### src/logic/blender_defs.svh
`ifndef BLENDER_DEFS_SVH
`define BLENDER_DEFS_SVH

// ~~~~~~~~~~~~~~~~~~~~~~~~~~~~~~
// pixel format
// ~~~~~~~~~~~~~~~~~~~~~~~~~~~~~~

`define BLD_CHN_WIDTH   8 // bits per channel
`define BLD_CHN_NUM     3 // channels per pixel

`define BLD_ALPHA_WIDTH 8 // overlay alpha

`endif
### src/logic/blender_pkg.sv
`include "blender_defs.svh"

package blender_pkg;

	// ~~~~~~~~~~~~~~~~~~~~~~~~~~~~~~
	// pixels
	// ~~~~~~~~~~~~~~~~~~~~~~~~~~~~~~

	typedef logic [`BLD_CHN_NUM-1:0][`BLD_CHN_WIDTH-1:0] pixel_t;

	typedef struct packed {
		logic [`BLD_ALPHA_WIDTH-1:0] alpha;
		pixel_t                      pixel;
	} ovl_pixel_t;

	// ~~~~~~~~~~~~~~~~~~~~~~~~~~~~~~
	// stream beats
	// ~~~~~~~~~~~~~~~~~~~~~~~~~~~~~~

	typedef struct packed {
		logic   sof;
		logic   need;   // covered by overlay window
		logic   last;
		pixel_t pixel;
	} base_beat_t;

	typedef struct packed {
		logic       sof;
		logic       last;
		ovl_pixel_t pix;
	} ovl_beat_t;

	typedef struct packed {
		logic                        sof;
		logic                        last;
		logic                        mix;   // clear means pass base through
		logic [`BLD_ALPHA_WIDTH-1:0] alpha;
		pixel_t                      base;
		pixel_t                      ovl;
	} mix_beat_t;

	typedef struct packed {
		logic   sof;
		logic   last;
		pixel_t pixel;
	} out_beat_t;

endpackage

### src/logic/blender_top.sv
`timescale 1ns/10ps
`include "blender_defs.svh"

module blender_top (
	input  logic                        clk,
	input  logic                        resetn,

	input  logic                        s1_enable,

	// base stream
	input  logic                        s0_valid,
	input  blender_pkg::pixel_t         s0_data,
	input  logic                        s0_sof,
	input  logic                        s0_need,
	input  logic                        s0_last,
	output logic                        s0_ready,

	// overlay stream
	input  logic                        s1_valid,
	input  blender_pkg::pixel_t         s1_data,
	input  logic [`BLD_ALPHA_WIDTH-1:0] s1_alpha,
	input  logic                        s1_sof,
	input  logic                        s1_last,
	output logic                        s1_ready,

	// blended output
	output logic                        m_valid,
	output blender_pkg::pixel_t         m_data,
	output logic                        m_sof,
	output logic                        m_last,
	input  logic                        m_ready
);

	blender_pkg::base_beat_t s0_beat;
	blender_pkg::ovl_beat_t  s1_beat;

	logic                    base_valid;
	logic                    base_ready;
	blender_pkg::base_beat_t base_beat;

	logic                    ovl_valid;
	logic                    ovl_ready;
	blender_pkg::ovl_beat_t  ovl_beat;

	logic                    mix_valid;
	logic                    mix_ready;
	blender_pkg::mix_beat_t  mix_beat;

	logic                    blend_valid;
	logic                    blend_ready;
	blender_pkg::out_beat_t  blend_beat;
	blender_pkg::out_beat_t  m_beat;

	// ~~~~~~~~~~~~~~~~~~~~~~~~~~~~~~
	// packing
	// ~~~~~~~~~~~~~~~~~~~~~~~~~~~~~~

	assign s0_beat = '{sof: s0_sof, need: s0_need, last: s0_last, pixel: s0_data};
	assign s1_beat = '{sof: s1_sof, last: s1_last, pix: '{alpha: s1_alpha, pixel: s1_data}};

	assign m_data = m_beat.pixel;
	assign m_sof  = m_beat.sof;
	assign m_last = m_beat.last;

	// ~~~~~~~~~~~~~~~~~~~~~~~~~~~~~~
	// data path
	// ~~~~~~~~~~~~~~~~~~~~~~~~~~~~~~

	pixel_relay #(.payload_t(blender_pkg::base_beat_t)) u_s0_relay (
		.clk(clk), .resetn(resetn),
		.in_valid(s0_valid), .in_data(s0_beat), .in_ready(s0_ready),
		.out_valid(base_valid), .out_data(base_beat), .out_ready(base_ready)
	);

	pixel_relay #(.payload_t(blender_pkg::ovl_beat_t)) u_s1_relay (
		.clk(clk), .resetn(resetn),
		.in_valid(s1_valid), .in_data(s1_beat), .in_ready(s1_ready),
		.out_valid(ovl_valid), .out_data(ovl_beat), .out_ready(ovl_ready)
	);

	overlay_join u_join (
		.clk(clk), .resetn(resetn), .s1_enable(s1_enable),
		.base_valid(base_valid), .base_data(base_beat), .base_ready(base_ready),
		.ovl_valid(ovl_valid), .ovl_data(ovl_beat), .ovl_ready(ovl_ready),
		.mix_valid(mix_valid), .mix_data(mix_beat), .mix_ready(mix_ready)
	);

	alpha_mixer u_mixer (
		.clk(clk), .resetn(resetn),
		.in_valid(mix_valid), .in_data(mix_beat), .in_ready(mix_ready),
		.out_valid(blend_valid), .out_data(blend_beat), .out_ready(blend_ready)
	);

	pixel_relay #(.payload_t(blender_pkg::out_beat_t)) u_out_relay (
		.clk(clk), .resetn(resetn),
		.in_valid(blend_valid), .in_data(blend_beat), .in_ready(blend_ready),
		.out_valid(m_valid), .out_data(m_beat), .out_ready(m_ready)
	);

endmodule

### src/logic/alpha_mixer.sv
`timescale 1ns/10ps
`include "blender_defs.svh"

module alpha_mixer (
	input  logic                   clk,
	input  logic                   resetn,

	input  logic                   in_valid,
	input  blender_pkg::mix_beat_t in_data,
	output logic                   in_ready,

	output logic                   out_valid,
	output blender_pkg::out_beat_t out_data,
	input  logic                   out_ready
);

	localparam int CW = `BLD_CHN_WIDTH;
	localparam int CN = `BLD_CHN_NUM;
	localparam int AW = `BLD_ALPHA_WIDTH;
	localparam int EW = AW + 1;    // effective alpha runs 0..256
	localparam int PW = CW + EW;   // product and sum

	logic [EW-1:0]         e_ovl;
	logic [EW-1:0]         e_base;
	logic [CN-1:0][PW-1:0] prod_ovl;
	logic [CN-1:0][PW-1:0] prod_base;

	logic                  st1_valid;
	logic                  st1_en;
	logic                  st1_sof;
	logic                  st1_last;
	logic                  st1_mix;
	blender_pkg::pixel_t   st1_base;
	logic [CN-1:0][PW-1:0] st1_p_ovl;
	logic [CN-1:0][PW-1:0] st1_p_base;

	logic [CN-1:0][PW-1:0] sum;
	blender_pkg::pixel_t   mixed;

	logic                  st2_valid;
	logic                  st2_en;
	blender_pkg::out_beat_t st2_data;

	// ~~~~~~~~~~~~~~~~~~~~~~~~~~~~~~
	// stall control
	// ~~~~~~~~~~~~~~~~~~~~~~~~~~~~~~

	assign st2_en   = !st2_valid || out_ready;
	assign st1_en   = !st1_valid || st2_en;
	assign in_ready = st1_en;

	always_ff @(posedge clk) begin
		if (!resetn) begin
			st1_valid <= 1'b0;
			st2_valid <= 1'b0;
		end else begin
			if (st1_en)
				st1_valid <= in_valid;
			if (st2_en)
				st2_valid <= st1_valid;
		end
	end

	// ~~~~~~~~~~~~~~~~~~~~~~~~~~~~~~
	// stage 1: weights and products
	// ~~~~~~~~~~~~~~~~~~~~~~~~~~~~~~

	assign e_ovl  = {1'b0, in_data.alpha} + EW'(in_data.alpha[AW-1]);   // 255 maps to 256
	assign e_base = EW'(1 << AW) - e_ovl;

	for (genvar c = 0; c < CN; c++) begin : g_prod
		assign prod_ovl[c]  = PW'(in_data.ovl[c]) * PW'(e_ovl);
		assign prod_base[c] = PW'(in_data.base[c]) * PW'(e_base);
	end

	always_ff @(posedge clk) begin
		if (st1_en) begin
			st1_sof    <= in_data.sof;
			st1_last   <= in_data.last;
			st1_mix    <= in_data.mix;
			st1_base   <= in_data.base;
			st1_p_ovl  <= prod_ovl;
			st1_p_base <= prod_base;
		end
	end

	// ~~~~~~~~~~~~~~~~~~~~~~~~~~~~~~
	// stage 2: sum and shift
	// ~~~~~~~~~~~~~~~~~~~~~~~~~~~~~~

	for (genvar c = 0; c < CN; c++) begin : g_sum
		assign sum[c]   = st1_p_ovl[c] + st1_p_base[c];   // at most 255 * 256
		assign mixed[c] = sum[c][AW +: CW];
	end

	always_ff @(posedge clk) begin
		if (st2_en) begin
			st2_data.sof   <= st1_sof;
			st2_data.last  <= st1_last;
			st2_data.pixel <= st1_mix ? mixed : st1_base;
		end
	end

	assign out_valid = st2_valid;
	assign out_data  = st2_data;

	// held output stays put until taken
	a_stall_stable: assert property (@(posedge clk) disable iff (!resetn)
		out_valid && !out_ready |=> out_valid && $stable(out_data));

endmodule

### src/logic/overlay_join.sv
`timescale 1ns/10ps

module overlay_join (
	input  logic                    clk,
	input  logic                    resetn,

	input  logic                    s1_enable,

	input  logic                    base_valid,
	input  blender_pkg::base_beat_t base_data,
	output logic                    base_ready,

	input  logic                    ovl_valid,
	input  blender_pkg::ovl_beat_t  ovl_data,
	output logic                    ovl_ready,

	output logic                    mix_valid,
	output blender_pkg::mix_beat_t  mix_data,
	input  logic                    mix_ready
);

	logic pair_need;   // base beat waits for an overlay beat
	logic ovl_ok;      // overlay side does not block

	assign pair_need = base_data.need && s1_enable;
	assign ovl_ok    = !pair_need || ovl_valid;

	// ~~~~~~~~~~~~~~~~~~~~~~~~~~~~~~
	// handshake
	// ~~~~~~~~~~~~~~~~~~~~~~~~~~~~~~

	assign mix_valid  = base_valid && ovl_ok;
	assign base_ready = mix_ready && ovl_ok;
	assign ovl_ready  = mix_ready && base_valid && pair_need;   // consumed with its base beat

	// ~~~~~~~~~~~~~~~~~~~~~~~~~~~~~~
	// mix beat
	// ~~~~~~~~~~~~~~~~~~~~~~~~~~~~~~

	always_comb begin
		mix_data.sof  = base_data.sof;
		mix_data.last = base_data.last;
		mix_data.mix  = pair_need;
		mix_data.base = base_data.pixel;
		if (pair_need) begin
			mix_data.alpha = ovl_data.pix.alpha;
			mix_data.ovl   = ovl_data.pix.pixel;
		end else begin
			mix_data.alpha = '0;   // keeps payload stable while s1 moves
			mix_data.ovl   = '0;
		end
	end

	// overlay beats leave only together with a base beat that asked for them
	a_ovl_paired: assert property (@(posedge clk) disable iff (!resetn)
		ovl_valid && ovl_ready |-> base_valid && base_ready && pair_need);

endmodule

### src/logic/pixel_relay.sv
`timescale 1ns/10ps

module pixel_relay #(
	parameter type payload_t = logic
) (
	input  logic     clk,
	input  logic     resetn,

	input  logic     in_valid,
	input  payload_t in_data,
	output logic     in_ready,

	output logic     out_valid,
	output payload_t out_data,
	input  logic     out_ready
);

	logic     in_fire;
	logic     out_free;   // main register may take a new beat
	logic     skid_valid;
	logic     skid_next;
	payload_t skid_data;

	assign in_fire  = in_valid && in_ready;
	assign out_free = !out_valid || out_ready;

	always_comb begin
		if (skid_valid)
			skid_next = !out_free;   // drains once output moves
		else
			skid_next = in_fire && !out_free;
	end

	// ~~~~~~~~~~~~~~~~~~~~~~~~~~~~~~
	// control
	// ~~~~~~~~~~~~~~~~~~~~~~~~~~~~~~

	always_ff @(posedge clk) begin
		if (!resetn) begin
			out_valid  <= 1'b0;
			skid_valid <= 1'b0;
			in_ready   <= 1'b0;
		end else begin
			out_valid  <= !out_free || skid_valid || in_fire;
			skid_valid <= skid_next;
			in_ready   <= !skid_next;   // registered ready
		end
	end

	// ~~~~~~~~~~~~~~~~~~~~~~~~~~~~~~
	// payload
	// ~~~~~~~~~~~~~~~~~~~~~~~~~~~~~~

	always_ff @(posedge clk) begin
		if (in_ready && !out_free)
			skid_data <= in_data;   // skid is empty while ready
		if (out_free) begin
			if (skid_valid)
				out_data <= skid_data;
			else
				out_data <= in_data;
		end
	end

	// stalled output must not move
	a_out_hold: assert property (@(posedge clk) disable iff (!resetn)
		out_valid && !out_ready |=> out_valid && $stable(out_data));

	// a beat in the skid register sits behind a held output and blocks the input
	a_skid_block: assert property (@(posedge clk) disable iff (!resetn)
		skid_valid |-> out_valid && !in_ready);

endmodule

### config.mk
export PLATFORM = sky130hd
export DESIGN_NAME = blender_top
export DESIGN_NICKNAME = d
export VERILOG_FILES = /design/src/logic/blender_pkg.sv /design/src/logic/blender_top.sv /design/src/logic/alpha_mixer.sv /design/src/logic/overlay_join.sv /design/src/logic/pixel_relay.sv
export VERILOG_INCLUDE_DIRS = /design/src /design/src/logic
export SDC_FILE = /design/constraint.sdc
export NUM_CORES = 1
export LEC_CHECK = 0
export ABC_AREA = 1
export BUFFER_PORTS_ARGS = -buffer_cell sky130_fd_sc_hd__buf_2
export CORE_UTILIZATION = 42
export CTS_CLUSTER_SIZE = 25
export DETAILED_ROUTE_END_ITERATION = 6
export GPL_TIMING_DRIVEN = 1
export PLACE_DENSITY_LB_ADDON = 0.3
export SYNTH_ARGS = -nofsm -noshare
export SYNTH_HDL_FRONTEND = slang
export SYNTH_HIERARCHICAL = 1
export SYNTH_SLANG_ARGS = --single-unit
### constraint.sdc
create_clock -name clk -period 17.95 [get_ports clk]
set_clock_uncertainty 0.2 [all_clocks]
set_input_delay 1.795 -clock clk [delete_from_list [all_inputs] [get_ports clk]]
set_output_delay 1.795 -clock clk [all_outputs]
set_load 0.005 [all_outputs]
Word level (Yosys, flattened, before mapping)
Index checks and enable logic that the tools add are counted.

storage, ports and cells
  register bits = 330
  bits of input ports = 67

operators by class
  add/subtract/negate cells = 5
  multipliers = 6
  multiplexer cells = 9
  reductions and logical operators = 38

operators with widths
  operator             number
  $mul 8x9->16         6
  $add 16x16->16       3
  $mux 24              2
  $mux 32              1
  $mux 27              1
  $mux 26              1
  $logic_and 1x1->1    14
  $logic_not 1->1      12
  $logic_or 1x1->1     12
  $add 8x1->9          1
  $sub 9x9->9 const A  1
  $mux 8               1
  $mux 1               3

Depth between registers and ports, before layout
  word-level depth = 10
  gate-level depth with buffers = 32
  gate-level depth less buffers = 30

By module
Netlist, hierarchy kept.

by module, submodules not included
  module                     instances  cells each  area an instance (µm²)  sequential area each (µm²)
  alpha_mixer                1          2,432       20,512.2                4,514.3
  pixel_relay (u_s1_relay)   1          194         2,656.3                 2,102.0
  pixel_relay (u_s0_relay)   1          157         2,095.8                 1,681.6
  pixel_relay (u_out_relay)  1          152         2,065.7                 1,621.6
  overlay_join               1          103         513.0                   0.0

Worst setup path after synthesis
Ideal clock, no wire load.

  kind = input-to-reg
  start = in s1_enable
  end = reg u_mixer/st1_p_base[13] in the netlist's numbering, data pin
  setup time = 0.262 ns
  data arrival time = 7.216 ns
  data required time = 17.488 ns
  path slack = 10.271 ns
  cell stages on the path = 24
  cells stage by stage = nand2_2 nor2_1 ha_1 xor2_1 inv_1 buf_1 ha_1 or2_2 nand2_1 clkbuf_1 nor2_1 fa_1 fa_1 inv_1 fa_1 inv_1 fa_1 ha_1 nand2_1 o21ai_0 a21boi_0 o21ai_0 a21oi_1 xor2_1

RTL lines
  item                  RTL line           text
  from (decl)           blender_top.sv:8   input logic s1_enable,
  to (signal assigned)  alpha_mixer.sv:83  st1_p_base <= prod_base;
  to (decl)             alpha_mixer.sv:35  logic [CN-1:0][PW-1:0] st1_p_base;

==> impl_metrics.toml <==
[placement]
post-place-ws_ns = 8.89
globalplace.congestion = 0.896
port_buffers = 93
dpl.hpwl_um = 46900
dpl_cell_area_mm2 = 0.0288

[timing]
slew_headroom_pct = 29.9
finalCriticalPeriod_ns = 8.59
setup_viol = 0
slew_viol_final = 0
finalHoldViolations = 0
tns_ns = 0
holdWs_ns = 0.224
setup_slack_ns = 9.36
finalCritPeriodShare_pct = 47.8
max_freq_ghz = 0.116
rsz0062_at_grt = "no"
worstMarginPinSlew_ns = 1.05

[clock_network]
htreeDepth = 2
postCtsHoldBufs = 0
cts_resized = 0
clkLatencyLatePin_ns = 0.57
cts_sinks = 330
root_buffer = "clkbuf_16"
cts_buffers = 39
cts_tree = "yes"
clk_pin_slew_worst_paths_ns = 0.06
post_cts_buffers = 0
cts.path.max_buffers = 3

[setup_path]
cp.arrival_ns = 8.70
critical_path_peak_fanout = 35
worst-path-buf-inv = 7
critPathLaunchType = "input pin"
slowest_stage = "inv_2"
path_delay_family = "adder cells"
startpoint = "s1_enable"
rrSetupSlack_ns = 10.33
ff2ff_path_depth = 27
crit_path_end_kind = "flop"
max_stage_delay_ns = 0.56
cp.required_ns = 18.07
endpoint = "u_mixer/st1_p_base[46]"
worstReg2RegEnd = "u_mixer/st1_p_base[46]"
crit_cells = 28
worstReg2RegStart = "u_s0_relay/out_data[25]"
crit_type = "in -> reg"

[route]
via_per_inst = 4.87
wl_per_cell_um = 15.4
drc = 0
ant_nets = 0
wirelength_um = 61100
vias = 19400
drtIter0Drc = 1273
firstDrtPassIters = 5

[floorplanning]
num_rows = 93
initial_utilization_pct = 42.7
dieArea_mm2 = 0.0670
core_mm2 = 0.0648
die_x_um = 259
dieHeight_um = 259
pin_count = 96

[logic_synthesis]
ys_warn_count = 6
syn_area_mm2 = 0.0277
syn-num-nets = 3596
syn_inst = 3028
syn_area_per_cell_um2 = 9.15

[grt]
grt_pass1_vias = 19900
grt.total_usage_pct = 18.9
grt_max_degree = 66
grt.overflow.total = 0
antenna_found_initial = 0
grt_pass1_wl_um = 101000

[cells_and_area]
area_delta_synth_final_pct = 8.65
layout.nets = 3661
fin_util_pct = 46.4
drive_above_1_share_pct = 7.78
fin_area_mm2 = 0.0301
antenna_cells = 0

[run]
drv_cap = 0

[hold_path]
hp-class = "reg -> reg"

[power_and_ir_drop]
peakVddDrop_v = 0.0000849
power_per_cell_area_mw_per_mm2 = 120
p_leak_nw = 15.0

[run_status]
status = "finished clean"
-- flip-flops by register name, indices dropped and copies added (netlist names), 26 cells and up --
register	flops
u_mixer/out_data	26
u_mixer/st1_p_base	48
u_mixer/st1_p_ovl	48
u_out_relay/out_data	26
u_out_relay/skid_data	26
u_s0_relay/out_data	27
u_s0_relay/skid_data	27
u_s1_relay/out_data	32
u_s1_relay/skid_data	32
-- layout by cell type (no fill, tap or decap), types with 3 or more instances in the layout --
cell type and count:
o21ai_0 61, ha_1 254, nand3_2 3, nor2_1 349, fa_1 246, xnor2_1 42, nand3b_1 3, nor3_1 11
xor2_1 45, o2111ai_1 4, inv_2 8, clkinv_1 8, inv_1 565, nor2_2 12, buf_4 19, nor2_4 3
o21bai_1 11, o31ai_1 8, a21oi_1 120, clkbuf_1 8, a31oi_1 8, nand4_1 14, or2_2 9, nand2_2 28
clkbuf_16 39, nand2_1 691, nand3_1 82, dfxtp_1 11, buf_2 93, edfxtp_1 319, bufinv_16 7, a21o_1 11
clkinv_2 4, a211oi_1 3
-- metal layers --
layer  part of all wire [%]  GRT usage, %
met3                    4.8          2.65
met4                    3.2          6.41
met5                      0             0
met2                     48          32.4
met1                     44          24.6
-- worst reg2reg max path, delay by kind of cell (launching register included) --
kind	cells	cell delay, ns
buffers and inverters	6	1.28
XOR/XNOR	1	0.15
adder cells (fa/ha/maj)	6	2.59
AND/OR/NAND/NOR	8	1.74
flip-flops	1	0.33
AO/OA/AOI/OAI	6	1.08
-- power by group --
part	internal [W]	leakage [nW]	total, W	switching, W
logic	0.000651	11.0	0.00172	0.00106
clock network	0.000503	0.638	0.000821	0.000318
registers	0.00103	3.42	0.00108	0.0000458
total	0.00219	15.0	0.00362	0.00143
-- worst min path at each step --
stage | cells past startpoint | endpoint | slack [ns] | start
2_1_floorplan | 0 | u_mixer/out_data[24] | 0.20 | u_mixer/st1_last
3_3_place_gp | 0 | u_mixer/out_data[24] | 0.21 | u_mixer/st1_last
3_5_place_dp | 0 | u_mixer/out_data[24] | 0.21 | u_mixer/st1_last
4_1_cts | 0 | u_mixer/out_data[24] | 0.23 | u_mixer/st1_last
5_1_grt | 0 | u_mixer/out_data[24] | 0.24 | u_mixer/st1_last
6_report | 0 | u_mixer/out_data[24] | 0.22 | u_mixer/st1_last
-- stage by stage --
| step | total power [W] | instances |
|---|---|---|
| floorplan | 0.00236 | 3028 |
| global placement | 0.00278 | 3907 |
| detailed placement | 0.00280 | 3907 |
| CTS | 0.00364 | 3978 |
| global route | 0.00392 | 3978 |
| finish | 0.00362 | 3978 |
-- area by class of cell --
cell class | instances | area (um2)
fillers | 6168 | 34700
well taps | 855 | 1070
inverters | 577 | 2190
multi-input cells | 2033 | 15100
repair buffers | 112 | 608
clock buffers | 47 | 1010
flip-flops and latches | 330 | 9800
clock inverters | 24 | 318
Power figures use the tool's default switching activity.
